$ cat config.mk
export PLATFORM = sky130hd
export DESIGN_NAME = rename_table
export DESIGN_NICKNAME = d
export VERILOG_FILES = /design/src/common/ooo_pkg.sv /design/src/rename/rename_table.sv
export VERILOG_INCLUDE_DIRS = /design/src /design/src/common
export SDC_FILE = /design/constraint.sdc
export NUM_CORES = 1
export LEC_CHECK = 0
export BUFFER_PORTS_ARGS = -buffer_cell sky130_fd_sc_hd__buf_2
export CORE_MARGIN = 2
export CORE_UTILIZATION = 35
export DETAILED_ROUTE_END_ITERATION = 16
export PLACE_DENSITY = 0.5
export SYNTH_ARGS = -nofsm -noshare
export SYNTH_HDL_FRONTEND = slang
export SYNTH_SLANG_ARGS = --single-unit
$ cat constraint.sdc
create_clock -name clk -period 5.1 [get_ports clk]
set_input_delay 0.51 -clock clk [delete_from_list [all_inputs] [get_ports clk]]
set_output_delay 0.51 -clock clk [all_outputs]
set_load 0.03 [all_outputs]
$ cat src/common/ooo_consts.svh
`ifndef OOO_CONSTS_SVH
`define OOO_CONSTS_SVH

`define XLEN            32
`define ARCH_REGS       32
`define PHYS_REGS       64
`define AREG_W          5
`define PREG_W          6
`define PADDR_W         12

// apb map
`define ADDR_ISSUE      12'h000
`define ADDR_XREG_BASE  12'h100
`define ADDR_XREG_MASK  12'h07c     // x index sits in paddr[6:2]

`define MULDIV_CYCLES   32

// r-type encodings
`define OPC_OP          7'b0110011
`define F7_BASE         7'b0000000
`define F7_SUB          7'b0100000
`define F7_MULDIV       7'b0000001
`define F3_ADD          3'b000
`define F3_XOR          3'b100
`define F3_OR           3'b110
`define F3_AND          3'b111
`define F3_MUL          3'b000
`define F3_DIVU         3'b101
`define F3_REMU         3'b111

`endif

$ cat src/common/ooo_pkg.sv
`include "ooo_consts.svh"

package ooo_pkg;

    typedef logic [`XLEN-1:0]    xdata_t;
    typedef logic [`AREG_W-1:0]  areg_t;
    typedef logic [`PREG_W-1:0]  preg_t;
    typedef logic [`PADDR_W-1:0] paddr_t;

    typedef enum logic [2:0] {
        OP_ADD,
        OP_SUB,
        OP_AND,
        OP_OR,
        OP_XOR,
        OP_MUL,
        OP_DIVU,
        OP_REMU
    } op_e;

endpackage

$ cat src/rename/rename_table.sv
`include "ooo_consts.svh"

module rename_table (
    input  logic           clk,
    input  logic           rst_n,
    input  ooo_pkg::areg_t rs1, rs2, rd,
    input  ooo_pkg::areg_t xsel,
    input  logic           rename_we,
    input  ooo_pkg::preg_t new_tag,
    output ooo_pkg::preg_t src1_tag, src2_tag,
    output ooo_pkg::preg_t old_tag,
    output ooo_pkg::preg_t xsel_tag
);
    import ooo_pkg::*;

    preg_t map_q [`ARCH_REGS];

    always_ff @(posedge clk or negedge rst_n) begin
        if (!rst_n) begin
            for (int i = 0; i < `ARCH_REGS; i++) begin
                map_q[i] <= preg_t'(i);     // x[i] -> p[i]
            end
        end else if (rename_we) begin
            map_q[rd] <= new_tag;
        end
    end

    // lookups see the table before this cycle's rename
    assign src1_tag = map_q[rs1];
    assign src2_tag = map_q[rs2];
    assign old_tag  = map_q[rd];
    assign xsel_tag = map_q[xsel];

endmodule

=== Word-level counts from Yosys, hierarchy flattened ===
Cells that the tools add are included.

* Flip-flop bits (word level): 192
* Input bits: 29
* Word-level logic and storage cells: 57

* $lt $le $gt $ge: 5
* Multiplexer cells: 15
* Bitwise logic cells: 4
* Reductions and logical operators: 1

{| class="wikitable"
|+ Operators by type and width
! operator !! count
|-
| $bwmux W192 || 1
|-
| $bmux W6 S5 || 4
|-
| $mux W6 || 9
|-
| $demux W6 S5 || 1
|-
| $ge A6 B6 Y1 const B || 4
|-
| $not A5 Y6 || 4
|-
| $lt A6 B1 Y1 const B || 1
|-
| $logic_and A1 B1 Y1 || 1
|}

=== Depth between registers and ports, before layout ===
* Word-level depth: 6
* Gate-level depth with buffers: 6
* Mapped depth without buffers: 3

=== Worst setup path before layout ===
Ideal clock, no wire load.

* Path type: in2out
* From: input port rs2[2]
* To: output port src2_tag[5]
* Arrival: 2314 ps
* Required time: 4590 ps
* Slack: 2276 ps
* Stages: 5
* Buffers on the path: 2
* Cells stage by stage: clkbuf_1 buf_1 mux4_2 mux4_2 mux2_2

* Longest elaborated chain between the ends: 4

{| class="wikitable"
|+ Ends and longest elaborated chain
! item !! RTL line !! source
|-
| start: declaration || rename_table.sv:6 || <nowiki>input ooo_pkg::areg_t rs1, rs2, rd,</nowiki>
|-
| $not A5 Y6 (not written as such) || rename_table.sv:30 || <nowiki>assign src2_tag = map_q[rs2];</nowiki>
|-
| $bmux W6 S5 || rename_table.sv:30 ||
|-
| $mux W6 (not written as such) (2 in a row) || rename_table.sv:30 ||
|-
| end: declaration || rename_table.sv:10 || <nowiki>output ooo_pkg::preg_t src1_tag, src2_tag,</nowiki>
|}

No other way between the ends. The select of a mux whose other input is x is not followed.

=== Worst setup path after layout ===
* From: input port rs2[1]
* To: output port src2_tag[5]

Same word-level chain as after synthesis.

==> summary.md <==
| Metric | Value |
|---|---|
| Die boundary height | `199 um` |
| Leakage power total | `5.54 nW` |
| Initial Utilization | `35.5%` |
| Finish-stage setup viols | `0` |
| Violation count after the first detailed-routing iteration | `777` |
| Detail Route met3 WL | `2730 um` |
| Worst EP required | `4.59 ns` |
| #FFs+latches synth | `192` |
| Portion of the clock cycle consumed by the worst path in the final layout | `69.1%` |
| Core Box Area | `37600 sq um` |
| Final Hold Fails | `0` |
| Dominant cell type by area after synthesis | `mux4_2` |
| Global routing usage summed across all routing layers | `23.3%` |
| Cells after DPL | `1290` |
| Power density of the placed cells | `366 nW/um^2` |
| Total wirelength of the detailed-routed design | `43900 um` |
| Number of antenna violations at the first check in global routing | `4` |
| Top flip-flop cell by instance count after synthesis | `dfrtp_1` |
| Drt wl/cell | `33.2 um` |
| Worst reg-to-reg path cell count | `1` |
| Area of the die | `39700 sq um` |
| Num Clock Sinks | `192` |
| Registers with the highest flip-flop counts | `map_q: 192 flops` |
| Fraction of registers with async set or reset after synthesis | `100%` |
| Vias per Instance | `6.54` |
| Sum of met2 wire segment lengths after detailed routing | `22000 um` |
| Min Clock Period, post-route | `3.52 ns` |
| Number of enable flip-flop cells after synthesis | `0` |
| Biggest fanout along the worst timing path | `48` |
| Highest routed layer | `met5` |
| Wire length of the first global-routing pass | `65000 um` |
| Worst Tran Pin Value | `1.25 ns` |
| Growth of design area from synthesis to finish | `9.47%` |
| Most flops, register | `map_q` |
| Clk root buf | `clkbuf_16` |
| Met1 Wirelength | `17700 um` |
| Remaining max-slew budget at the tightest pin | `16.1%` |
| Port bufs | `52` |
| Setup fix buffers added after clock tree synthesis | `0` |
| Status | `complete, no violations` |
| Maximum level of the CTS H-tree | `4` |
| Remaining design rule violation count | `0` |
| Clock tree from TritonCTS | `done` |
| Number of pins exceeding their max-slew limit in the final report | `0` |
| Count of max-cap constraint violations | `0` |
| Yosys warning count | `0` |
| Share of post-route cells with drive strength above 1 | `75.0%` |
| Number of nets produced by synthesis | `817` |
| Die outline width | `199 um` |
| Via count of the first global-routing pass | `8957` |
| First-pass iteration count of the detailed router | `5` |
| Net count, final | `827` |
| Most common library cells after synthesis | `mux4_2 (211), mux2_2 (209), dfrtp_1 (112)` |
| Final weighted congestion of routability-driven global placement | `0.877` |
| Detailed placement HPWL | `29500 um` |
| Number of non-filler instances in the completed layout | `1323` |
| Remaining Overflow, GRT | `0` |
| Final cell utilization of the core | `38.9%` |
| Largest net degree at the start of global routing | `98` |
| Path category of the worst min-delay check | `in2async` |
| Insertion delay to the later sink of the worst-skew pair | `0.46 ns` |
| DRT antenna net count | `0` |
| Critical Setup Path Class | `in2out` |
| Yosys cell types | `27` |
| Number of standard cells after synthesis | `788` |
| Total standard cell area after synthesis | `13300 sq um` |
| Area fraction of the dominant cell type after synthesis | `35.6%` |
| CP Launch Type | `input port` |
| Number of buffers added by the clock tree synthesis step | `17` |
| Clock transition at the registers of the reported paths | `0.07 ns` |
| TNS Setup | `0 ns` |
| CTS hold repair buffers | `0` |
| Number of flip-flops under the largest register name | `192` |
| Cell area after placement | `14000 sq um` |
| Routed via count | `8659` |
| CTS max path bufs | `2` |
| Type of destination of the critical path | `primary output` |
| Boundary Pins | `53` |
| Post-layout instance area | `14600 sq um` |
| Final setup skew | `0 ns` |
| Per-instance average area after synthesis | `16.9 sq um` |
| Data arrival time at the worst-slack endpoint | `3.01 ns` |
| Setup repair after global routing missed its margin | `no` |
| Biggest area contributors in the synthesized netlist | `mux4_2 (36%), dfrtp_1 (21%), mux2_2 (18%)` |
| Most frequent cell after synthesis | `mux4_2` |
| Number of cell rows | `71` |
| Number of gates given a new drive strength after cts | `0` |
| Worst IR Drop VDD | `227 uV` |
| Upper clock frequency limit | `0.284 GHz` |
| Fraction of the yosys area taken by sequential cells | `36.7%` |
## worst max-delay path: stages
cell and delay [ns]:
buf_4 0.74, mux4_2 0.61, mux4_2 0.56, mux2_2 0.32, buf_2 0.18
## per-stage QoR
| step | hold WS, ns | power, mW | worst slack (ns) |
|---|---|---|---|
| finish | 0.120 | 5.34 | 1.58 |
| global route | 0.183 | 5.57 | 1.43 |
| CTS | 0.165 | 5.37 | 1.54 |
| detailed placement | 0.557 | 3.96 | 1.54 |
| global placement | 0.552 | 3.91 | 1.55 |
| floorplan | 0.214 | 3.43 | 2.28 |
## layer usage
| layer | global-route usage, % | vias to the layer above |
|---|---|---|
| li1 | - | 3350 |
| met1 | 30.8 | 4800 |
| met2 | 38.3 | 425 |
| met3 | 4.02 | 82 |
| met4 | 9.04 | 2 |
| met5 | 0 | - |
## kinds of logic (layout without fill, tap and decap cells)
group | after synthesis | after routing | share of synthesized area, %
DFF | 192 | 192 | 36.7
muxes | 438 | 438 | 56.7
and+or+nand+nor | 58 | 58 | 2.32
buffers and inverters | 76 | 99 | 2.92
AOI/OAI and AO/OA | 24 | 24 | 1.35
other | 0 | 1 | 0
## cell type report
cell class                      instances  area [sq um]
Antenna cell                            1          2.50
Sequential cell                       192          4900
Clock buffer                           18           439
Tap cell                              511           639
Clock inverter                         14           156
Fill cell                            3449         23000
Multi-Input combinational cell        520          8050
Timing Repair Buffer                   67           417
## cells in the final DEF, fill, tap and decap left out, drive strengths merged
| cell type | synthesis | routed |
|---|---|---|
| and3 | 1 | 1 |
| clkbuf | 45 | 19 |
| nor2 | 24 | 24 |
| a22oi | 24 | 24 |
| dfrtp | 112 | 112 |
| nand4 | 6 | 6 |
| mux4 | 228 | 228 |
| or3 | 1 | 1 |
| or3b | 3 | 3 |
| clkinvlp | 0 | 3 |
| nor3b | 4 | 4 |
| nand2 | 8 | 8 |
| clkinv | 0 | 4 |
| nand3 | 2 | 2 |
| buf | 31 | 66 |
| bufinv | 0 | 2 |
| nand3b | 5 | 5 |
| inv | 0 | 5 |
| nor3 | 1 | 1 |
| mux2 | 210 | 210 |
| diode | 0 | 1 |
| dfstp | 80 | 80 |
| and3b | 3 | 3 |
## where the power goes
part	internal [mW]	switching, mW	total (mW)
clock	0.744	0.650	1.39
combinational	0.969	0.676	1.64
sequential	1.92	0.386	2.30
## path summary, 6_finish.rpt
check	slack [ns]	start	end
setup / recovery	1.58	rs2[1]	src2_tag[5]
hold / removal	0.12	rst_n	map_q[176]
setup reg to reg	4.25	map_q[18]	map_q[18]
hold reg to reg	0.57	map_q[149]	map_q[149]
max in group asynchronous	3.77	rst_n	map_q[149]
min in group clk	0.57	map_q[149]	map_q[149]
(Power assumes the default switching activity.)
