`src/common/ooo_consts.svh`:
```
`ifndef OOO_CONSTS_SVH
`define OOO_CONSTS_SVH

`define XLEN            32
`define ARCH_REGS       32
`define PHYS_REGS       64
`define AREG_W          5
`define PREG_W          6
`define PADDR_W         12

// apb map
`define ADDR_ISSUE      12'h000
`define ADDR_XREG_BASE  12'h100
`define ADDR_XREG_MASK  12'h07c     // x index sits in paddr[6:2]

`define MULDIV_CYCLES   32

// r-type encodings
`define OPC_OP          7'b0110011
`define F7_BASE         7'b0000000
`define F7_SUB          7'b0100000
`define F7_MULDIV       7'b0000001
`define F3_ADD          3'b000
`define F3_XOR          3'b100
`define F3_OR           3'b110
`define F3_AND          3'b111
`define F3_MUL          3'b000
`define F3_DIVU         3'b101
`define F3_REMU         3'b111

`endif

```
`src/common/ooo_pkg.sv`:
```
`include "ooo_consts.svh"

package ooo_pkg;

    typedef logic [`XLEN-1:0]    xdata_t;
    typedef logic [`AREG_W-1:0]  areg_t;
    typedef logic [`PREG_W-1:0]  preg_t;
    typedef logic [`PADDR_W-1:0] paddr_t;

    typedef enum logic [2:0] {
        OP_ADD,
        OP_SUB,
        OP_AND,
        OP_OR,
        OP_XOR,
        OP_MUL,
        OP_DIVU,
        OP_REMU
    } op_e;

endpackage

```
`src/rename/free_list.sv`:
```
`include "ooo_consts.svh"

module free_list (
    input  logic           clk,
    input  logic           rst_n,
    input  logic           pop,
    output ooo_pkg::preg_t head_tag,
    output logic           empty,
    input  logic           wb_valid,
    input  ooo_pkg::preg_t wb_free_tag
);
    import ooo_pkg::*;

    localparam int DEPTH = `PHYS_REGS - `ARCH_REGS;
    localparam int PTR_W = $clog2(DEPTH);

    preg_t            fifo_q [DEPTH];
    logic [PTR_W-1:0] head_q;
    logic [PTR_W-1:0] tail_q;
    logic [PTR_W:0]   count_q;

    always_ff @(posedge clk or negedge rst_n) begin
        if (!rst_n) begin
            for (int i = 0; i < DEPTH; i++) begin
                fifo_q[i] <= preg_t'(`ARCH_REGS + i);
            end
            head_q  <= '0;
            tail_q  <= '0;      // full, tail wraps onto head
            count_q <= (PTR_W+1)'(DEPTH);
        end else begin
            if (wb_valid) begin
                fifo_q[tail_q] <= wb_free_tag;
                tail_q         <= tail_q + 1'b1;
            end
            if (pop) begin
                head_q <= head_q + 1'b1;
            end
            if (wb_valid && !pop) begin
                count_q <= count_q + 1'b1;
            end else if (pop && !wb_valid) begin
                count_q <= count_q - 1'b1;
            end
        end
    end

    assign head_tag = fifo_q[head_q];
    assign empty    = (count_q == '0);

endmodule

```
`config.mk`:
```
export PLATFORM = sky130hd
export DESIGN_NAME = free_list
export DESIGN_NICKNAME = d
export VERILOG_FILES = /design/src/common/ooo_pkg.sv /design/src/rename/free_list.sv
export VERILOG_INCLUDE_DIRS = /design/src /design/src/common
export SDC_FILE = /design/constraint.sdc
export NUM_CORES = 1
export LEC_CHECK = 0
export ABC_CLOCK_PERIOD_IN_PS = 2650
export BUFFER_PORTS_ARGS = -buffer_cell sky130_fd_sc_hd__buf_2
export CAP_MARGIN = 40
export CORE_MARGIN = 2
export CORE_UTILIZATION = 40
export CTS_CLUSTER_DIAMETER = 80
export DETAILED_ROUTE_END_ITERATION = 6
export GPL_TIMING_DRIVEN = 0
export PLACE_DENSITY = 0.54
export SETUP_SLACK_MARGIN = 0.02
export SLEW_MARGIN = 15
export SYNTH_ARGS = -nofsm -noshare
export SYNTH_HDL_FRONTEND = slang
export SYNTH_SLANG_ARGS = --single-unit
```
`constraint.sdc`:
```
create_clock -name clk -period 2.65 [get_ports clk]
set_input_delay 0.265 -clock clk [delete_from_list [all_inputs] [get_ports clk]]
set_output_delay 0.265 -clock clk [all_outputs]
set_load 0.02 [all_outputs]
```
-- Word-level counts from Yosys, hierarchy flattened
Cells that the tools add are included.
- register bits after elaboration: 208
- bits of input ports: 10
- reductions and logical operators: 7
- muxes and demuxes: 8
- bitwise gates (word level): 2
- magnitude comparators: 3
- add/subtract/negate cells: 4
- operators by type and width (cell ; number):
    $bwmux 192 ; 1
    $bmux 6 s5 ; 1
    $demux 6 s5 ; 1
    $mux 6 ; 5
    $ge 6x6->1 const B ; 2
    $not 5->6 ; 2
    $add 5x1->5 const B ; 2
    $add 6x1->6 const B ; 1
    $logic_not 6->1 ; 1
    $lt 6x1->1 const B ; 1
    $sub 6x1->6 const B ; 1
    $logic_and 1x1->1 ; 3
    $logic_not 1->1 ; 2
    $reduce_bool 2->1 ; 1

-- Depth between registers and ports, before layout
- depth after elaboration: 6
- mapped depth: 8
- depth with buffers taken out: 8

-- Worst setup path before layout
Ideal clock, no wire load.
- kind: register to output
- start: register head_q[0]
- end: output port head_tag[4]
- setup slack: 671 ps
- arrival time: 1714 ps
- stages on the path, launching flop included: 8
- cells stage by stage: dfrtp_1 buf_6 buf_6 buf_6 mux2i_1 o221ai_1 a211oi_1 a311oi_1
- cells in the longest elaborated chain, start to end: 4
- RTL lines (what ; RTL line ; RTL):
    start, declared ; free_list.sv:18 ; logic [PTR_W-1:0] head_q;
    start signal, assigned ; free_list.sv:36 ; head_q <= head_q + 1'b1;
    $not 5->6 (implied by the code) ; free_list.sv:46 ; assign head_tag = fifo_q[head_q];
    $bmux 6 s5 ; free_list.sv:46 ;
    $mux 6 (implied by the code) (2 in series) ; free_list.sv:46 ;
    end, declared ; free_list.sv:7 ; output ooo_pkg::preg_t head_tag,
Every way passes these cells. The select of a mux whose other input is x is not followed.

-- Final worst setup path
- start: register head_q[0]
- end: output port head_tag[2]
Same word-level chain as after synthesis.

==> metrics.md <==
| Metric | Value |
|---|---|
| CP required | 2380 ps |
| Worst R2R Path Depth | 5 |
| Starting Density | 40.7% |
| Crit share post-route | 106% |
| Drt total wl | 25.4 mm |
| Seq pwr share | 38.8% |
| P&R area growth vs syn | 16.0% |
| Die ar. | 26000 µm² |
| Std cell rows | 57 |
| Core footprint | 24300 µm² |
| Net count after synthesis | 684 |
| CTS max path bufs | 3 |
| Max_cap viols | 0 |
| Int Power | 9.59 mW |
| Clock Skew | 10.1 ps |
| Design area | 11500 µm² |
| Maximum vdd drop | 618 µV |
| Cell Area, Placed | 10400 µm² |
| I/O pin cnt | 17 |
| Synth Warn # | 0 |
| Final setup margin | -147 ps |
| WP data arrival | 2530 ps |
| CTS buffer count | 23 |
| Post-synthesis instance area | 9910 µm² |
| Hold Crit Depth | 2 |
| Setup crit end kind | primary output |
| Yosys top cell area share | 30.0% |
| Fin. Hold Viols | 0 |
| DIE WIDTH | 161 µm |
| DR iter-0 viols | 441 |
| Synth area leader | dfstp_2 |
| Switching share of power | 32.7% |
| Total Nets Final | 742 |
| RSZ-0062 raised after global routing | yes |
| Post-Route Utilization | 47.3% |
| DRT Pass-1 Iters | 4 |
| Final ANT Viol Nets | 0 |
| Crit Path Category | reg -> out |
| DP HPWL | 17.3 mm |
| Final setup viols | 6 |
| Relative slew slack | 45.8% |
| FF/Latch Area | 5350 µm² |
| Failing checks | setup timing |
| Clk_lat worst skew | 510 ps |
| Slew Viols, Final | 0 |
| DRC violations left | 0 |
| CTS sink count | 208 |
| GRT Total Usage | 20.3% |
| EDFF count, synth | 0 |
| Status | complete, but fails checks |
| Area contributors post-synth | dfstp_2 30%, dfrtp_1 24%, mux2_2 21%, mux4_2 6.1%, mux4_1 2.7% |
| Post-Syn Instances | 663 |
| Number of global-route vias before repair | 6507 |
| Vias per cell | 5.62 |
| Place WS | 6.56 ps |
| Library cells used by synthesis | 46 |
| #FFs+latches synth | 208 |
| NetSw | 4.66 mW |
| Grt ovf | 0 |
| Largest net degree at the start of global routing | 111 |
| # H-tree levels | 1 |
| Routability Congestion | 0.793 |
| I/O Buffers | 16 |
| Layout cells sized above 1 | 61.9% |
| Worst Path Max Fanout | 6 |
| Initial antenna violation count | 0 |
| Fill cell count | 2126 |
| Fin crit period | 2800 ps |
| Hold slack | 69.4 ps |
| Routed len/inst | 24.0 µm |
| Ys async rst share | 100% |
| Die Ht | 161 µm |
| Worst hold path type | in -> reg |
| Least-Margin Pin Slew | 814 ps |
| Setup TNS | -672 ps |
| Syn_area_per_cell | 14.9 µm² |
| Combinational share of power | 39.9% |
| Seq/Total Area, Yosys | 54.0% |
| CTS clk-pin slew, worst paths | 60 ps |
| Vias | 5966 |
| Pwr dens | 1240 nW/µm² |
| Pleak | 4.75 nW |
| TritonCTS clock tree | done |
| Achievable Freq | 358 MHz |
| Area of the multi-input gates | 4380 µm² |
| First-pass GRT wire length | 39.8 mm |
| CP Launch Type | register |
| Root Driver | clkbuf_16 |
| Clock share of power | 21.3% |
| Primary FF master, synth | dfstp_2 |
[worst max-delay path: stages, from the launching register on]
cell	delay [ps]
dfrtp_1	360
buf_6	170
buf_12	150
buf_6	100
mux4_2	530
a22o_4	300
a211oi_4	180
a21oi_2	70
buf_6	150
[final cells by class]
cell class / count / area share, %
multi-input cells: 403 / 38.1
flip-flops and latches: 208 / 46.5
inverters: 8 / 0.261
well taps: 324 / 3.53
diodes: 1 / 0.0218
clock inverters: 5 / 0.218
clock buffers: 36 / 5.95
repair buffers: 33 / 2.68
plain buffers: 44 / 2.72
[metal layers]
layer / track usage, % / share of wire [%] / routed length, µm / vias up
li1: - / - / - / 2588
met1: 27.5 / 44 / 11200 / 3205
met2: 34.7 / 50 / 12700 / 133
met3: 2.85 / 4.1 / 1050 / 40
met4: 4.75 / 1.8 / 468 / 0
met5: 0 / 0 / 0 / -
[synth_stat cells, drive strengths merged, types with 6 or more instances]
cell type	number
a211oi	7
a21oi	11
a22o	6
buf	19
clkbuf	25
dfrtp	95
dfstp	113
ha	10
inv	8
mux2	194
mux2i	23
mux4	37
nand2	15
nor2	31
o21ai	9
o221ai	11
xnor2	7
[placed cells by master (no fill, tap or decap), types with 9 or more instances in the layout]
| cell type | Yosys | final |
|---|---|---|
| dfstp_2 | 113 | 113 |
| buf_4 | 2 | 13 |
| buf_2 | 9 | 17 |
| mux2_2 | 188 | 188 |
| clkbuf_16 | 0 | 23 |
| dfrtp_1 | 95 | 94 |
| o21ai_0 | 9 | 9 |
| o221ai_1 | 11 | 11 |
| clkbuf_1 | 25 | 26 |
| mux4_2 | 27 | 33 |
| nor2_1 | 28 | 28 |
| ha_1 | 10 | 10 |
| nand2_1 | 15 | 15 |
| mux2i_1 | 23 | 22 |
[worst paths after layout]
path                                start           to  slack (ps)
hold reg to reg                fifo_q[44]   fifo_q[44]         500
min in group asynchronous           rst_n   count_q[0]         360
setup reg to reg                tail_q[0]  fifo_q[153]         450
setup / recovery                head_q[0]  head_tag[2]        -150
max in group asynchronous           rst_n  fifo_q[187]        1290
hold / removal             wb_free_tag[5]    fifo_q[5]          70
[flip-flops by register name (all words and copies together) (netlist names)]
register	cells
head_q	5
tail_q	5
count_q	6
fifo_q	192
[cells by family (layout without fill, tap and decap cells)]
family / Yosys count / after routing / synth area share, %
multiplexers: 254 / 254 / 33.4
flip-flops: 208 / 208 / 54.0
AND/OR/NAND/NOR: 73 / 73 / 3.64
AO/OA/AOI/OAI: 54 / 54 / 3.81
buffers and inverters: 52 / 126 / 2.78
adder cells (fa/ha/maj): 11 / 11 / 1.46
XOR/XNOR: 11 / 11 / 0.972
other: 0 / 1 / 0
[repair_timing]
| action | in CTS | in global routing |
|---|---|---|
| setup endpoints to repair | 6 | 6 |
| buffers inserted | 10 | 3 |
| pin swaps | 12 | 10 |
| resized for setup | 45 | 20 |
| gates cloned | 2 | 0 |
| hold buffers | 2 | 0 |
| endpoints found under the hold margin | 57 | 0 |
[power by group through the flow]
stage,clock [mW],combinational (mW),sequential [mW]
2_1_floorplan,0,3.69,5.30
3_3_place_gp,0,4.86,5.46
3_5_place_dp,0,4.99,5.56
4_1_cts,3.10,5.62,5.52
5_1_grt,3.25,6.10,5.70
6_report,3.04,5.68,5.53
[per-stage QoR]
step	total power, mW	cells
5_1_grt	15.0	1061
3_3_place_gp	10.3	1003
3_5_place_dp	10.5	1004
4_1_cts	14.2	1059
6_report	14.2	1062
2_1_floorplan	8.99	663
Power figures use the tool's default switching activity.
