### src/common/ooo_consts.svh
`ifndef OOO_CONSTS_SVH
`define OOO_CONSTS_SVH

`define XLEN            32
`define ARCH_REGS       32
`define PHYS_REGS       64
`define AREG_W          5
`define PREG_W          6
`define PADDR_W         12

// apb map
`define ADDR_ISSUE      12'h000
`define ADDR_XREG_BASE  12'h100
`define ADDR_XREG_MASK  12'h07c     // x index sits in paddr[6:2]

`define MULDIV_CYCLES   32

// r-type encodings
`define OPC_OP          7'b0110011
`define F7_BASE         7'b0000000
`define F7_SUB          7'b0100000
`define F7_MULDIV       7'b0000001
`define F3_ADD          3'b000
`define F3_XOR          3'b100
`define F3_OR           3'b110
`define F3_AND          3'b111
`define F3_MUL          3'b000
`define F3_DIVU         3'b101
`define F3_REMU         3'b111

`endif

### src/common/ooo_pkg.sv
`include "ooo_consts.svh"

package ooo_pkg;

    typedef logic [`XLEN-1:0]    xdata_t;
    typedef logic [`AREG_W-1:0]  areg_t;
    typedef logic [`PREG_W-1:0]  preg_t;
    typedef logic [`PADDR_W-1:0] paddr_t;

    typedef enum logic [2:0] {
        OP_ADD,
        OP_SUB,
        OP_AND,
        OP_OR,
        OP_XOR,
        OP_MUL,
        OP_DIVU,
        OP_REMU
    } op_e;

endpackage

### src/rtl/phys_regfile.sv
`include "ooo_consts.svh"

module phys_regfile (
    input  logic            clk,
    input  logic            rst_n,
    input  ooo_pkg::preg_t  src1_tag, src2_tag, xsel_tag,
    output ooo_pkg::xdata_t src1_data, src2_data, xread_data,
    output logic            src1_valid, src2_valid, xread_valid,
    input  logic            alloc,
    input  ooo_pkg::preg_t  alloc_tag,
    input  logic            wb_valid,
    input  ooo_pkg::preg_t  wb_tag,
    input  ooo_pkg::xdata_t wb_data
);
    import ooo_pkg::*;

    xdata_t                data_q [`PHYS_REGS];
    logic [`PHYS_REGS-1:0] valid_q;

    always_ff @(posedge clk or negedge rst_n) begin
        if (!rst_n) begin
            for (int i = 0; i < `PHYS_REGS; i++) begin
                data_q[i] <= '0;
            end
            // identity-mapped tags start out valid
            valid_q <= {{(`PHYS_REGS - `ARCH_REGS){1'b0}}, {`ARCH_REGS{1'b1}}};
        end else begin
            if (alloc) begin
                valid_q[alloc_tag] <= 1'b0;
            end
            if (wb_valid) begin
                valid_q[wb_tag] <= 1'b1;
                data_q[wb_tag]  <= wb_data;
            end
        end
    end

    assign src1_data   = data_q[src1_tag];
    assign src2_data   = data_q[src2_tag];
    assign xread_data  = data_q[xsel_tag];
    assign src1_valid  = valid_q[src1_tag];
    assign src2_valid  = valid_q[src2_tag];
    assign xread_valid = valid_q[xsel_tag];

endmodule

### config.mk
export PLATFORM = sky130hd
export DESIGN_NAME = phys_regfile
export DESIGN_NICKNAME = d
export VERILOG_FILES = /design/src/common/ooo_pkg.sv /design/src/rtl/phys_regfile.sv
export VERILOG_INCLUDE_DIRS = /design/src /design/src/common
export SDC_FILE = /design/constraint.sdc
export NUM_CORES = 2
export LEC_CHECK = 0
export ABC_AREA = 0
export BUFFER_PORTS_ARGS = -buffer_cell sky130_fd_sc_hd__buf_2
export CORE_ASPECT_RATIO = 2
export CORE_MARGIN = 2
export CORE_UTILIZATION = 40
export DETAILED_ROUTE_END_ITERATION = 6
export GPL_ROUTABILITY_DRIVEN = 0
export SYNTH_ARGS = -nofsm -noshare
export SYNTH_HDL_FRONTEND = slang
export SYNTH_SLANG_ARGS = --single-unit
export TNS_END_PERCENT = 1
### constraint.sdc
create_clock -name clk -period 5.3 [get_ports clk]
set_input_delay 1.06 -clock clk [delete_from_list [all_inputs] [get_ports clk]]
set_output_delay 1.06 -clock clk [all_outputs]
set_load 0.03 [all_outputs]
# [Word level (Yosys, flattened, before mapping)]
# Cells that the tools add are included.
[word_totals] regBits=2112 in_bits=66 output_inout_bits=99 word_cells=111
[classes] magnitude_cmp=12 mux=24 n_bitwise=7 reduce_logical=3
[op_table] op="$bwmux W2048" count=1
[op_table] op="$bmux W32 S6" count=3
[op_table] op="$mux W32" count=7
[op_table] op="$demux W32 S6" count=1
[op_table] op="$mux W64" count=2
[op_table] op="$and A64 B64 Y64" count=1
[op_table] op="$not A64 Y64" count=1
[op_table] op="$or A64 B64 Y64" count=1
[op_table] op="$lt A6 B7 Y1 const B" count=5
[op_table] op="$ge A7 B7 Y1 const B" count=4
[op_table] op="$not A6 Y7" count=4
[op_table] op="$bmux W1 S6" count=3
[op_table] op="$demux W1 S6" count=2
[op_table] op="$ge A6 B1 Y1 const B" count=2
[op_table] op="$lt A7 B1 Y1 const B" count=1
[op_table] op="$mux W1" count=5
[op_table] op="$logic_and A1 B1 Y1" count=3

# [Longest topological paths before layout]
[depth] word_depth=9 depth_mapped=10 depth_no_buf=5

# [Worst setup path before layout]
# Ideal clock, no wire load.
[synth_path] path_type="input -> output" startpoint="input port src2_tag[2]" endpoint="output port src2_data[23]" arrival_ns=3.251 t_required_ns=4.240 setup_slack_ns=0.989 path_stages=9 path_buffers=5 cell_sequence="buf_2 buf_2 buf_2 buf_1 buf_2 mux2i_1 o21ai_0 a21oi_1 a311oi_1"
[synth_via] elab_chain_len=4
[synth_rtl] item="start: declaration" line_no="phys_regfile.sv:6" source="input ooo_pkg::preg_t src1_tag, src2_tag, xsel_tag,"
[synth_rtl] item="$not A6 Y7 (implied by the code)" line_no="phys_regfile.sv:39" source="assign src2_data = data_q[src2_tag];"
[synth_rtl] item="$bmux W32 S6" line_no="phys_regfile.sv:39"
[synth_rtl] item="$mux W32 (implied by the code) (2 in a row)" line_no="phys_regfile.sv:39"
[synth_rtl] item="end: declaration" line_no="phys_regfile.sv:7" source="output ooo_pkg::xdata_t src1_data, src2_data, xread_data,"
# Every way passes these cells. The select of a mux whose other input is x is not followed.

# [Worst setup path in the final report]
[layout_path] startpoint="input port src1_tag[1]" endpoint="output port src1_data[12]"
[layout_via] elab_chain_len=4
[layout_rtl] item="start: declaration" line_no="phys_regfile.sv:6"
[layout_rtl] item="$not A6 Y7 (implied by the code)" line_no="phys_regfile.sv:38" source="assign src1_data = data_q[src1_tag];"
[layout_rtl] item="$bmux W32 S6" line_no="phys_regfile.sv:38"
[layout_rtl] item="$mux W32 (implied by the code) (2 in a row)" line_no="phys_regfile.sv:38"
[layout_rtl] item="end: declaration" line_no="phys_regfile.sv:7"
# Every way passes these cells. The select of a mux whose other input is x is not followed.

==> results by group <==
Timing
  • Clock tree skew after final layout: 0 ns
  • Final worst hold slack: 0.0570 ns
  • Final critical-path required period: 5.19 ns
  • Final setup violating endpoints: 0
  • Period Utilization, post-route: 97.9%
  • Number of slew-limit violations in the final report: 0
  • Timing-limited maximum frequency: 193 MHz
  • Crit path setup slack, layout: 0.109 ns
  • Worst-margin pin slew: 1.46 ns
  • Max-Slew Margin vs Limit: 2.25%
  • Final-report hold violation count: 0
  • Unrepaired setup endpoints after global routing: no

CTS
  • Max Root-Sink Buffers: 4
  • Clock transition at the registers of the reported paths: 0.07 ns
  • CTS H-Tree Depth: 4
  • Clock Latency Late Sink: 0.95 ns
  • Number of buffers inserted for hold repair after clock tree synthesis: 0
  • Clock root buffer: sky130_fd_sc_hd__clkbuf_16
  • CTS tree: built
  • Count of clock tree sinks: 2112
  • Number of buffers created by CTS: 199

Worst setup path
  • Arrival time reported for the critical path endpoint: 4.13 ns
  • Critical Path End Type: primary output
  • Start-to-end type of the worst setup path: primary input to primary output
  • Startpoint kind of the worst setup timing path: primary input
  • Max Fanout on Critical Path: 31
  • Req. time, crit path: 4.24 ns

Logic synthesis
  • Part of the Yosys area used for sequential elements: 40.8%
  • Commonest register cell after synthesis: sky130_fd_sc_hd__dfrtp_1
  • Number of distinct standard cells referenced by the synthesized netlist: 57
  • Synth cell count leaders: 2120 x sky130_fd_sc_hd__mux2_2, 2080 x sky130_fd_sc_hd__dfrtp_1, 1788 x sky130_fd_sc_hd__mux4_2, 467 x sky130_fd_sc_hd__clkbuf_1, 300 x sky130_fd_sc_hd__mux2i_1
  • Number of register bits inferred by synthesis: 2112
  • Synth Net Count: 8311
  • Post-synthesis instance total: 8245
  • Top cell type by total area after synthesis: sky130_fd_sc_hd__dfrtp_1
  • Share of synthesized flip-flops with an asynchronous set or reset: 100%
  • Top-count cell post-synth: sky130_fd_sc_hd__mux2_2
  • Mapped Area: 130000 um2
  • Count of flip-flops with a built-in enable after synthesis: 0
  • Synth area leaders: sky130_fd_sc_hd__dfrtp_1 40%, sky130_fd_sc_hd__mux4_2 31%, sky130_fd_sc_hd__mux2_2 18%
  • Share of the synthesized area in the top cell type: 40.1%
  • Mean post-synth cell area: 15.7 um2
  • Number of warnings issued by yosys: 0

Floorplanning
  • Die area: 329000 um2
  • Initial core utilization: 40.2%
  • Die Height: 809 um
  • I/O pin cnt: 165
  • Die Width: 407 um
  • Site row count: 295
  • Placeable core region: 323000 um2

Power and ir drop
  • VDD IR max: 287 uV
  • Total power divided by cell area: 321 nW/um2
  • Leakage power: 62.1 nW

Placement
  • Placement Setup Slack: -0.196 ns
  • Detail Placement HPWL: 343000 um
  • Port Buffers: 164

Cells and area
  • Layout cell share with drive strength beyond 1: 60.7%
  • Layout overhead on the synthesized area: 12.0%
  • Post-layout net count: 8295

Drt
  • First-pass detailed-route iteration total: 6
  • Via-to-Cell Ratio: 6.97
  • Final ANT Viol Nets: 0
  • DRC: 0
  • 1st-iter DRT viols: 10.5k
  • Via count: 88.7k
  • Average wire per cell in the routed design: 41.7 um
  • Total wire length: 531000 um

Global route
  • Overall Global Routing Usage: 32.4%
  • Antenna violations before repair: 59
  • First-pass GRT wire length: 744000 um
  • Final global-route overflow total: 0
  • Number of global-route vias before repair: 93.2k
  • Maximum number of pins on one net before global-route repair: 153

Worst hold path
  • Worst hold path type: primary input to async pin

Flow run
  • Max-Cap Viols: 0

Run status
  • Outcome: complete, no violations
-- cell families after synthesis --
kind of cell | count (synthesis) | synth area share (%)
AOI/OAI and AO/OA | 486 | 2.42
buffers and inverters | 965 | 3.34
DFF | 2112 | 40.8
muxes | 4208 | 51.8
and+or+nand+nor | 474 | 1.67
-- layer usage --
metal  part of all wire [%]  track usage (%)
met3                    9.6             7.99
met4                     11             27.8
met5                  0.028                0
met2                     47             50.6
met1                     33             37.0
-- final timing paths --
kind	startpoint	endpoint	slack, ns	cells past startpoint
max in group asynchronous	rst_n	data_q[252]$_DFFE_PN0P_	3.70	2
min in group clk	alloc_tag[2]	valid_q[57]$_DFF_PN0_	0.50	3
worst min-delay path	rst_n	data_q[1170]$_DFFE_PN0P_	0.06	1
worst min register to register	valid_q[16]$_DFF_PN1_	valid_q[16]$_DFF_PN1_	0.50	2
worst max register to register	data_q[1732]$_DFFE_PN0P_	data_q[1732]$_DFFE_PN0P_	4.43	1
worst max-delay path	src1_tag[1]	src1_data[12]	0.11	7
-- through the flow --
| stage | setup TNS (ns) | std cells | utilization (%) | total power, mW | cell area (um2) |
|---|---|---|---|---|---|
| 4_1_cts | 0 | 12700 | 45.0 | 46.8 | 145000 |
| 3_5_place_dp | -0.196 | 12300 | 42.9 | 31.5 | 139000 |
| 6_report | 0 | 12700 | 45.0 | 46.7 | 145000 |
| 3_3_place_gp | -0.145 | 12300 | 42.9 | 31.0 | 139000 |
| 5_1_grt | 0 | 12700 | 45.0 | 48.2 | 145000 |
| 2_1_floorplan | 0 | 8245 | - | 27.6 | 130000 |
-- where the power goes --
| group | switching (mW) | internal (mW) | leakage (nW) |
|---|---|---|---|
| Combinational | 4.66 | 6.02 | 30.9 |
| Clock | 6.89 | 8.52 | 3.25 |
| Sequential | 2.26 | 18.3 | 28.0 |
-- critical path, cell delays in order --
cell and delay, ns:
sky130_fd_sc_hd__buf_8 0.41, sky130_fd_sc_hd__nand2_2 0.51, sky130_fd_sc_hd__o221ai_1 0.40, sky130_fd_sc_hd__a21oi_1 0.08, sky130_fd_sc_hd__a311o_1 0.36, sky130_fd_sc_hd__a21oi_1 0.87
sky130_fd_sc_hd__buf_2 0.36
-- flip-flops by register name, indices dropped and copies added, names as in the netlist --
register,flops
valid_q,64
data_q,2048
-- timing repair --
item                                    CTS  global route
hold endpoints to repair                  0             0
buffers inserted                          0             0
gates resized for setup                   3             0
endpoints found under the setup margin    1             0
-- cell type report --
type	instances	area, um2
Timing Repair Buffer	742	7220
Tap cell	4306	5390
Clock inverter	71	928
Antenna cell	35	87.6
Clock buffer	278	5710
Fill cell	28400	177000
Sequential cell	2112	52900
Multi-Input combinational cell	5168	73000
Inverter	6	31.3
-- cells in the final DEF (no fill, tap or decap), drive strengths merged, types with 18 or more instances in the layout --
cell type	n
mux2	2120
dfrtp	2080
mux4	1788
buf	742
mux2i	300
clkbuf	278
nand2	234
o21ai	127
a21oi	99
nor2	79
o211ai	51
nor2b	51
o22ai	48
a22oi	37
a211oi	36
diode	35
clkinv	35
nand2b	33
dfstp	32
bufinv	21
nand3	20
o221ai	18
No activity file was read; power rests on OpenSTA's default activity.
