<file path="config.mk">
export PLATFORM = sky130hd
export DESIGN_NAME = muldiv_unit
export DESIGN_NICKNAME = d
export VERILOG_FILES = /design/src/common/ooo_pkg.sv /design/src/exec/muldiv_unit.sv
export VERILOG_INCLUDE_DIRS = /design/src /design/src/common
export SDC_FILE = /design/constraint.sdc
export NUM_CORES = 1
export LEC_CHECK = 0
export BUFFER_PORTS_ARGS = -buffer_cell sky130_fd_sc_hd__buf_2
export CAP_MARGIN = 15
export CORE_UTILIZATION = 60
export DETAILED_ROUTE_END_ITERATION = 10
export GPL_ROUTABILITY_DRIVEN = 0
export PLACE_DENSITY = 0.89
export SETUP_SLACK_MARGIN = 0.05
export SYNTH_ARGS = -nofsm -noshare
export SYNTH_HDL_FRONTEND = slang
export SYNTH_SLANG_ARGS = --single-unit
</file>
<file path="constraint.sdc">
create_clock -name clk -period 7.8 [get_ports clk]
set_input_delay 0.39 -clock clk [delete_from_list [all_inputs] [get_ports clk]]
set_output_delay 0.39 -clock clk [all_outputs]
set_load 0.01 [all_outputs]
</file>
<file path="src/common/ooo_consts.svh">
`ifndef OOO_CONSTS_SVH
`define OOO_CONSTS_SVH

`define XLEN            32
`define ARCH_REGS       32
`define PHYS_REGS       64
`define AREG_W          5
`define PREG_W          6
`define PADDR_W         12

// apb map
`define ADDR_ISSUE      12'h000
`define ADDR_XREG_BASE  12'h100
`define ADDR_XREG_MASK  12'h07c     // x index sits in paddr[6:2]

`define MULDIV_CYCLES   32

// r-type encodings
`define OPC_OP          7'b0110011
`define F7_BASE         7'b0000000
`define F7_SUB          7'b0100000
`define F7_MULDIV       7'b0000001
`define F3_ADD          3'b000
`define F3_XOR          3'b100
`define F3_OR           3'b110
`define F3_AND          3'b111
`define F3_MUL          3'b000
`define F3_DIVU         3'b101
`define F3_REMU         3'b111

`endif

</file>
<file path="src/common/ooo_pkg.sv">
`include "ooo_consts.svh"

package ooo_pkg;

    typedef logic [`XLEN-1:0]    xdata_t;
    typedef logic [`AREG_W-1:0]  areg_t;
    typedef logic [`PREG_W-1:0]  preg_t;
    typedef logic [`PADDR_W-1:0] paddr_t;

    typedef enum logic [2:0] {
        OP_ADD,
        OP_SUB,
        OP_AND,
        OP_OR,
        OP_XOR,
        OP_MUL,
        OP_DIVU,
        OP_REMU
    } op_e;

endpackage

</file>
<file path="src/exec/muldiv_unit.sv">
`include "ooo_consts.svh"

module muldiv_unit (
    input  logic            clk,
    input  logic            rst_n,
    input  logic            dispatch,
    input  ooo_pkg::op_e    op,
    input  ooo_pkg::preg_t  src1_tag, src2_tag, dst_tag, old_tag,
    input  ooo_pkg::xdata_t src1_data, src2_data,
    input  logic            src1_valid, src2_valid,
    output logic            busy, wb_req,
    input  logic            wb_grant,
    input  logic            wb_valid,
    input  ooo_pkg::preg_t  wb_tag,
    input  ooo_pkg::xdata_t wb_data,
    output ooo_pkg::xdata_t res_data,
    output ooo_pkg::preg_t  res_tag, res_old_tag
);
    import ooo_pkg::*;

    localparam int CNT_W = $clog2(`MULDIV_CYCLES);

    typedef enum logic [1:0] {ST_IDLE, ST_WAIT, ST_RUN, ST_DONE} state_e;

    state_e         state_q;
    op_e            op_q;
    preg_t          tag1_q;
    preg_t          tag2_q;
    logic           rdy1_q;
    logic           rdy2_q;
    logic           hit1;
    logic           hit2;
    logic [CNT_W-1:0] cnt_q;
    xdata_t         a_q;        // multiplier, or dividend shifting into quotient
    xdata_t         b_q;        // multiplicand or divisor
    xdata_t         acc_q;      // product or remainder
    logic [`XLEN:0] rem_shift;
    logic           div_ge;

    assign hit1 = (state_q == ST_WAIT) && !rdy1_q && wb_valid && (wb_tag == tag1_q);
    assign hit2 = (state_q == ST_WAIT) && !rdy2_q && wb_valid && (wb_tag == tag2_q);

    // restoring step; a zero divisor gives all ones and the dividend back
    assign rem_shift = {acc_q, a_q[`XLEN-1]};
    assign div_ge    = (rem_shift >= {1'b0, b_q});

    always_ff @(posedge clk or negedge rst_n) begin
        if (!rst_n) begin
            state_q <= ST_IDLE;
            rdy1_q  <= 1'b0;
            rdy2_q  <= 1'b0;
            cnt_q   <= '0;
        end else begin
            case (state_q)
                ST_IDLE: if (dispatch) begin
                    state_q <= ST_WAIT;
                    rdy1_q  <= src1_valid || (wb_valid && wb_tag == src1_tag);
                    rdy2_q  <= src2_valid || (wb_valid && wb_tag == src2_tag);
                end
                ST_WAIT: begin
                    if (hit1) rdy1_q <= 1'b1;
                    if (hit2) rdy2_q <= 1'b1;
                    if (rdy1_q && rdy2_q) begin
                        state_q <= ST_RUN;
                        cnt_q   <= '0;
                    end
                end
                ST_RUN: begin
                    cnt_q <= cnt_q + 1'b1;
                    if (cnt_q == CNT_W'(`MULDIV_CYCLES - 1)) state_q <= ST_DONE;
                end
                ST_DONE: if (wb_grant) state_q <= ST_IDLE;
                default: state_q <= ST_IDLE;
            endcase
        end
    end

    always_ff @(posedge clk) begin
        if (dispatch) begin
            op_q        <= op;
            tag1_q      <= src1_tag;
            tag2_q      <= src2_tag;
            res_tag     <= dst_tag;
            res_old_tag <= old_tag;
            a_q         <= src1_valid ? src1_data : wb_data;
            b_q         <= src2_valid ? src2_data : wb_data;
        end else if (state_q == ST_WAIT) begin
            if (hit1) a_q <= wb_data;
            if (hit2) b_q <= wb_data;
            acc_q <= '0;
        end else if (state_q == ST_RUN) begin
            if (op_q == OP_MUL) begin
                if (a_q[0]) acc_q <= acc_q + b_q;   // low half only
                a_q <= a_q >> 1;
                b_q <= b_q << 1;
            end else begin
                acc_q <= div_ge ? xdata_t'(rem_shift - {1'b0, b_q}) : rem_shift[`XLEN-1:0];
                a_q   <= {a_q[`XLEN-2:0], div_ge};
            end
        end
    end

    assign res_data = (op_q == OP_DIVU) ? a_q : acc_q;
    assign busy     = (state_q != ST_IDLE);
    assign wb_req   = (state_q == ST_DONE);

endmodule

</file>
-- Word level (Yosys, flattened, before mapping)
Index checks and enable logic that the tools add are counted.
- add/sub/neg operators: 3
- $lt $le $gt $ge: 1
- equal/unequal tests: 19
- muxes and demuxes: 30
- bitwise gates (word level): 1
- reduce and logical (&&, ||, !) cells: 26
- operator list (kind ; number):
    two-way mux 32 bit ; 17
    greater-or-equal comparator 33 x 32 -> 1 bit ; 1
    adder 32 bit ; 1
    subtractor 32 bit ; 1
    == test 6 bit ; 4
    AND reduction 3 bit ; 4
    case mux 5 bit (2 select lines) ; 1
    logical AND 1 bit ; 9
    inequality test 3 bit, second input constant ; 3
    two-way mux 2 bit ; 4
    inequality test 2 bit, second input constant ; 4
    case mux 2 bit (4 select lines) ; 1
    == test 3 bit, second input constant ; 2
    nonzero test 2 bit ; 3
    nonzero test 3 bit ; 2
    adder 5 x 1 -> 5 bit, second input constant ; 1
    == test 5 bit, second input constant ; 1
    two-way mux 5 bit ; 1
    == test 2 bit, second input constant ; 2
    two-way mux 1 bit ; 4
    inequality test 2 x 1 -> 1 bit, second input constant ; 2
    case mux 1 bit (2 select lines) ; 2
    AND reduction 2 bit ; 2
    AND reduction 4 bit ; 1
    5 further kinds ; 7
- flip-flop bits (word level): 132
- bits of input ports: 136
- output and inout bits: 46

-- Logic depth before layout (Yosys ltp)
- word-level depth: 7
- depth in mapped cells: 14
- gate-level depth less buffers: 12

-- Worst setup path before layout
No wires, ideal clock.
- path kind: reg2reg
- start: reg state_q[1]
- end: reg acc_q[0], enable pin
- data arrival time: 3644 ps
- data required time: 7332 ps
- setup slack: 3688 ps
- stages on the path, launching flop included: 8
- buffers on the path: 1
- clock period less this slack: 4112 ps
- cell sequence: dfrtp_1 -> inv_1 -> ha_1 -> clkbuf_1 -> clkinv_1 -> nand2_1 -> nor2_1 -> nor3b_1
- cells in the longest elaborated chain, start to end: 3
- elaborated cells between the ends (all ways): 5
- RTL lines (element ; RTL line ; source):
    start, declared ; muldiv_unit.sv:25 ; state_e state_q;
    start signal, assigned ; muldiv_unit.sv:49 ; state_q <= ST_IDLE;
    start signal, assigned ; muldiv_unit.sv:56 ; state_q <= ST_WAIT;
    start signal, assigned ; muldiv_unit.sv:64 ; state_q <= ST_RUN;
    == test 2 x 1 -> 1 bit or == test 2 bit (tied branches) ; muldiv_unit.sv:87, muldiv_unit.sv:91 ;
    inequality test 3 bit (no source line) or nonzero test 2 bit (tied branches) ; - ;
    AND reduction 3 bit (no source line) (*) ; - ;
    end signal, assigned ; muldiv_unit.sv:93 ; if (a_q[0]) acc_q <= acc_q + b_q;
    end signal, assigned ; muldiv_unit.sv:97 ; acc_q <= div_ge ? xdata_t'(rem_shift - {1'b0, b_q}) : rem_shift[`XLEN-1:0];
    end, declared ; muldiv_unit.sv:36 ; xdata_t acc_q;
Mark *: on every way between the ends. The rest lies on a longest branch, timed or not.
A chain may end at the register's enable or synchronous reset.

-- Worst setup path after layout
- start: reg b_q[4]
- end: reg acc_q[31] (data pin)
- cells in the longest elaborated chain, start to end: 4
- elaborated cells between the ends (all ways): 7
- RTL lines (element ; RTL line ; source):
    start, declared ; muldiv_unit.sv:35 ; xdata_t b_q;
    start signal, assigned ; muldiv_unit.sv:86 ; b_q <= src2_valid ? src2_data : wb_data;
    start signal, assigned ; muldiv_unit.sv:89 ; if (hit2) b_q <= wb_data;
    start signal, assigned ; muldiv_unit.sv:95 ; b_q <= b_q << 1;
    subtractor 32 bit, or another cell as far along ; muldiv_unit.sv:97 ;
    two-way mux 32 bit (on tied branches) ; muldiv_unit.sv:97, muldiv_unit.sv:93 ;
    two-way mux 32 bit (*) ; muldiv_unit.sv:92 ; if (op_q == OP_MUL) begin
    two-way mux 32 bit (*) ; muldiv_unit.sv:91 ; end else if (state_q == ST_RUN) begin
Mark *: on every way between the ends. The rest lies on a longest branch, timed or not. The select of a mux whose other input is x is not followed.

==> impl.org <==
** Outcome
- The flow ran to the end, and the final reports show no timing, DRC or antenna violations.

** GRT
- The initial antenna violation count is 0.
- Gr usage total :: 35.8%
- The via count of the first global-routing pass is 10293.
- Largest net degree at the start of global routing :: 83
- Grt ovf :: 0
- The first global-routing pass estimated 54100 um of wire.

** Cells and area
- Commonest cells after routing, fill and taps aside :: sky130_fd_sc_hd__nand2_1 (183), sky130_fd_sc_hd__buf_2 (180), sky130_fd_sc_hd__o21ai_0 (125)
- Net count reported at finish :: 1601
- Most common cell after layout, fill and taps aside :: sky130_fd_sc_hd__nand2_1
- Fillers :: 1240
- Share of layout cells above drive strength 1 :: 23.3%
- Area used by sequential logic in the layout :: 3920 um^2
- Antenna diode instance count :: 0
- Area of combinational cells with multiple inputs :: 6840 um^2
- Area added between synthesis and finish :: 14.2%

** Synthesis
- Share of synthesized registers carrying an async set or reset :: 6.82%
- Synthesis produced 1252 cells.
- Register bit count reported by yosys :: 132
- Mapped cell area :: 11200 um^2
- In this run, distinct cell masters in the synthesized netlist total 66.
- Post-synth EDFFs :: 123
- Average size of a mapped cell :: 8.96 um^2
- The share of the Yosys chip area taken by registers is 34.9%.
- Primary flip-flop cell chosen by synthesis mapping :: sky130_fd_sc_hd__edfxtp_1
- Synth Net Count :: 1460
- The Yosys step of the flow raised 0 warnings.

** Routing
- TritonRoute pass-1 iters :: 8
- In this run, the number of DRC markers left after iteration 0 of detailed routing was 1367.
- WL/cell :: 21.1 um
- Final wirelength :: 34500 um
- Once detail routing completed, the nets flagged for antenna violations numbered 0.
- Vias post-DR :: 10918
- In the routed design, unresolved DRC markers number 0.
- Per-cell via count in the routed design :: 6.68

** CTS
- For the worst-skew pair, the clock arrives at the later sink with an insertion delay of 0.44 ns.
- Clock tree synthesis selected as its root buffer the cell sky130_fd_sc_hd__clkbuf_16.
- TritonCTS built the clock tree.
- CTS Buf Count :: 17
- The clock passes through at most 2 buffers.
- Post-cts sizing count :: 0
- Total number of H-tree levels :: 4
- The clock net in this run drives a total of 132 sinks.
- Clock transition at the register clock pins on the worst setup and hold paths after CTS :: 0.07 ns

** Worst setup path
- Cell at the slowest stage of the critical path :: sky130_fd_sc_hd__buf_4
- Critical Path, Cell by Cell :: inv_1 > ha_1 > a21o_1 > a211o_1 > o21a_1 > o21ai_1 > a31oi_1 > o21ai_4 > buf_4 > nor2_1 > mux2_2 > a2111oi_0
- Delay of the slowest cell on the worst path :: 0.50 ns
- Data required time at the worst endpoint :: 8.01 ns
- STA classifies the critical path endpoint as a register.
- Worst-path fanout max :: 48
- The critical path is of the register to register type.
- STA puts the critical path data arrival time at 4.02 ns.
- Worst setup SP type :: register

** Hold path
- Hold/Removal Path Class :: input port to register

** Power
- Power comes to 0.00568 W.
- Power Density :: 443 nW/um^2
- Summed over all cells, the static leakage comes to 5.49 nW.
- The worst-case IR drop observed on VDD is 0.000267 V.

** Floorplan
- From left edge to right edge, the die measures 139 um.
- The initial utilization of the core area, before any placement, comes to 61.8%.
- Core Footprint :: 18100 um^2
- Number of ports placed on the die boundary :: 182
- In this run the core area contains 49 standard-cell rows.
- Measured along the y axis, the die boundary spans 139 um.
- The floorplan step defined a die boundary enclosing 19300 um^2.

** STA
- RSZ-0062 raised after global routing :: no
- In the finished design, the share of the clock period the worst path needs comes to 48.9%.
- Number of hold violations in the final report :: 0
- Largest clock skew in the final design :: 0.0114 ns
- Count of pins over their slew limit :: 0
- Final setup vio count :: 0
- Adding up every negative setup slack in the final design gives 0 ns.
- In this run the tightest slew margin relative to its limit is 38.8%.
- Worst slew pin tran :: 0.918 ns
- Achievable Freq :: 0.262 GHz
- Minimum clock period :: 3.81 ns

** Run
- Number of maximum-capacitance violations :: 0

** Placement
- The HPWL after detailed placement is 24300 um.
- Port buffering added 181 buffers.
repair_timing:
action                    in CTS  in global routing
hold endpoints to repair       9                  0
hold buffers                   1                  0
buffers inserted               0                  0
metal layers:
layer	vias to the layer above	wire length [um]	track usage (%)
met5	-	0	0
met4	0	1260	15.7
met3	130	4220	7.46
met2	787	15700	56.5
met1	5109	13300	47.7
li1	4892	-	-
through the flow:
stage | area, um^2 | worst slack, ns | utilization, % | hold WS, ns | instances
2_1_floorplan | 11200 | 3.69 | - | 0.0944 | 1252
3_3_place_gp | 12200 | 4.25 | 67.4 | 0.256 | 1602
3_5_place_dp | 12200 | 4.09 | 67.4 | 0.256 | 1602
4_1_cts | 12800 | 4.07 | 70.6 | 0.117 | 1635
5_1_grt | 12800 | 3.82 | 70.6 | 0.117 | 1635
6_report | 12800 | 3.99 | 70.6 | 0.120 | 1635
cells in the mapped netlist, types with 4 or more instances:
master	count	share of area, %
sky130_fd_sc_hd__a211o_1	6	0.47
sky130_fd_sc_hd__a211oi_1	23	1.5
sky130_fd_sc_hd__a21o_1	27	1.8
sky130_fd_sc_hd__a21oi_1	74	3.3
sky130_fd_sc_hd__a221oi_1	6	0.47
sky130_fd_sc_hd__a22o_1	4	0.31
sky130_fd_sc_hd__a31oi_1	17	0.95
sky130_fd_sc_hd__and3_1	10	0.56
sky130_fd_sc_hd__buf_1	6	0.20
sky130_fd_sc_hd__clkbuf_1	58	1.9
sky130_fd_sc_hd__dfrtp_1	9	2.0
sky130_fd_sc_hd__edfxtp_1	123	33
sky130_fd_sc_hd__ha_1	70	7.8
sky130_fd_sc_hd__inv_1	49	1.6
sky130_fd_sc_hd__mux2_2	92	9.2
sky130_fd_sc_hd__mux2i_1	37	3.3
sky130_fd_sc_hd__nand2_1	183	6.1
sky130_fd_sc_hd__nand2b_1	13	0.72
sky130_fd_sc_hd__nand3_1	50	2.2
sky130_fd_sc_hd__nand3b_1	4	0.27
sky130_fd_sc_hd__nand4_1	14	0.78
sky130_fd_sc_hd__nor2_1	57	1.9
sky130_fd_sc_hd__nor2b_1	5	0.28
sky130_fd_sc_hd__nor3_1	16	0.71
sky130_fd_sc_hd__nor4_1	5	0.28
sky130_fd_sc_hd__o211ai_1	5	0.33
sky130_fd_sc_hd__o21a_1	11	0.74
sky130_fd_sc_hd__o21ai_0	125	5.6
sky130_fd_sc_hd__o21bai_1	5	0.33
sky130_fd_sc_hd__o22ai_1	4	0.22
sky130_fd_sc_hd__o31ai_1	6	0.40
sky130_fd_sc_hd__or3_1	4	0.22
sky130_fd_sc_hd__xnor2_1	43	3.4
sky130_fd_sc_hd__xor2_1	34	2.7
registers in the layout (all words and copies together) (netlist names):
name and flops:
acc_q 32, b_q 32, res_tag 6, state_q 2, cnt_q 5, res_old_tag 6, tag2_q 6, tag1_q 6
a_q 32, rdy1_q 1, rdy2_q 1, op_q 3
critical path, delay by kind of cell (launching register included):
family                   cells  cell delay, ns
AO/OA/AOI/OAI                7            1.87
buffers and inverters        2            0.57
flip-flops                   1            0.39
adder cells (fa/ha/maj)      1            0.37
multiplexers                 1            0.28
AND/OR/NAND/NOR              1            0.11
power breakdown:
part | internal [W] | leakage [nW] | switching [W] | total [W]
clock | 0.000429 | 0.288 | 0.000379 | 0.000809
combinational | 0.00138 | 3.88 | 0.00208 | 0.00346
sequential | 0.00115 | 1.32 | 0.000266 | 0.00141
path summary, 6_finish.rpt:
check                                           from                        to  slack (ns)  depth (start not counted)
worst max-delay path                b_q[4]$_DFFE_PP_   acc_q[31]$_SDFFCE_PP0P_        3.99                         12
worst min-delay path                      old_tag[5]  res_old_tag[5]$_DFFE_PP_        0.12                          1
worst max register to register      b_q[4]$_DFFE_PP_   acc_q[31]$_SDFFCE_PP0P_        3.99                         12
worst min register to register  cnt_q[4]$_DFFE_PN0P_      cnt_q[4]$_DFFE_PN0P_        0.53                          1
max in group asynchronous                      rst_n      cnt_q[3]$_DFFE_PN0P_        7.27                          2
min in group asynchronous                      rst_n    state_q[0]$_DFFE_PN0P_        0.34                          2
cells by family (layout without fill, tap and decap cells):
logic type / Yosys count / count (layout) / synth area share (%)
flip-flops: 132 / 132 / 34.9
AO/OA/AOI/OAI: 346 / 346 / 19.0
AND/OR/NAND/NOR: 375 / 375 / 15.1
multiplexers: 129 / 129 / 12.5
adder cells (fa/ha/maj): 72 / 72 / 8.16
XOR/XNOR: 77 / 77 / 6.01
buffers and inverters: 121 / 275 / 4.29
final cells by class:
type,instances,area share (%)
inverter,51,1.49
multi-input combinational,999,53.4
sequential,132,30.6
timing repair buffer,192,7.75
clock inverter,15,1.22
tap,229,2.24
clock buffer,17,3.32
Note: power is estimated with default switching activity, not from simulation.
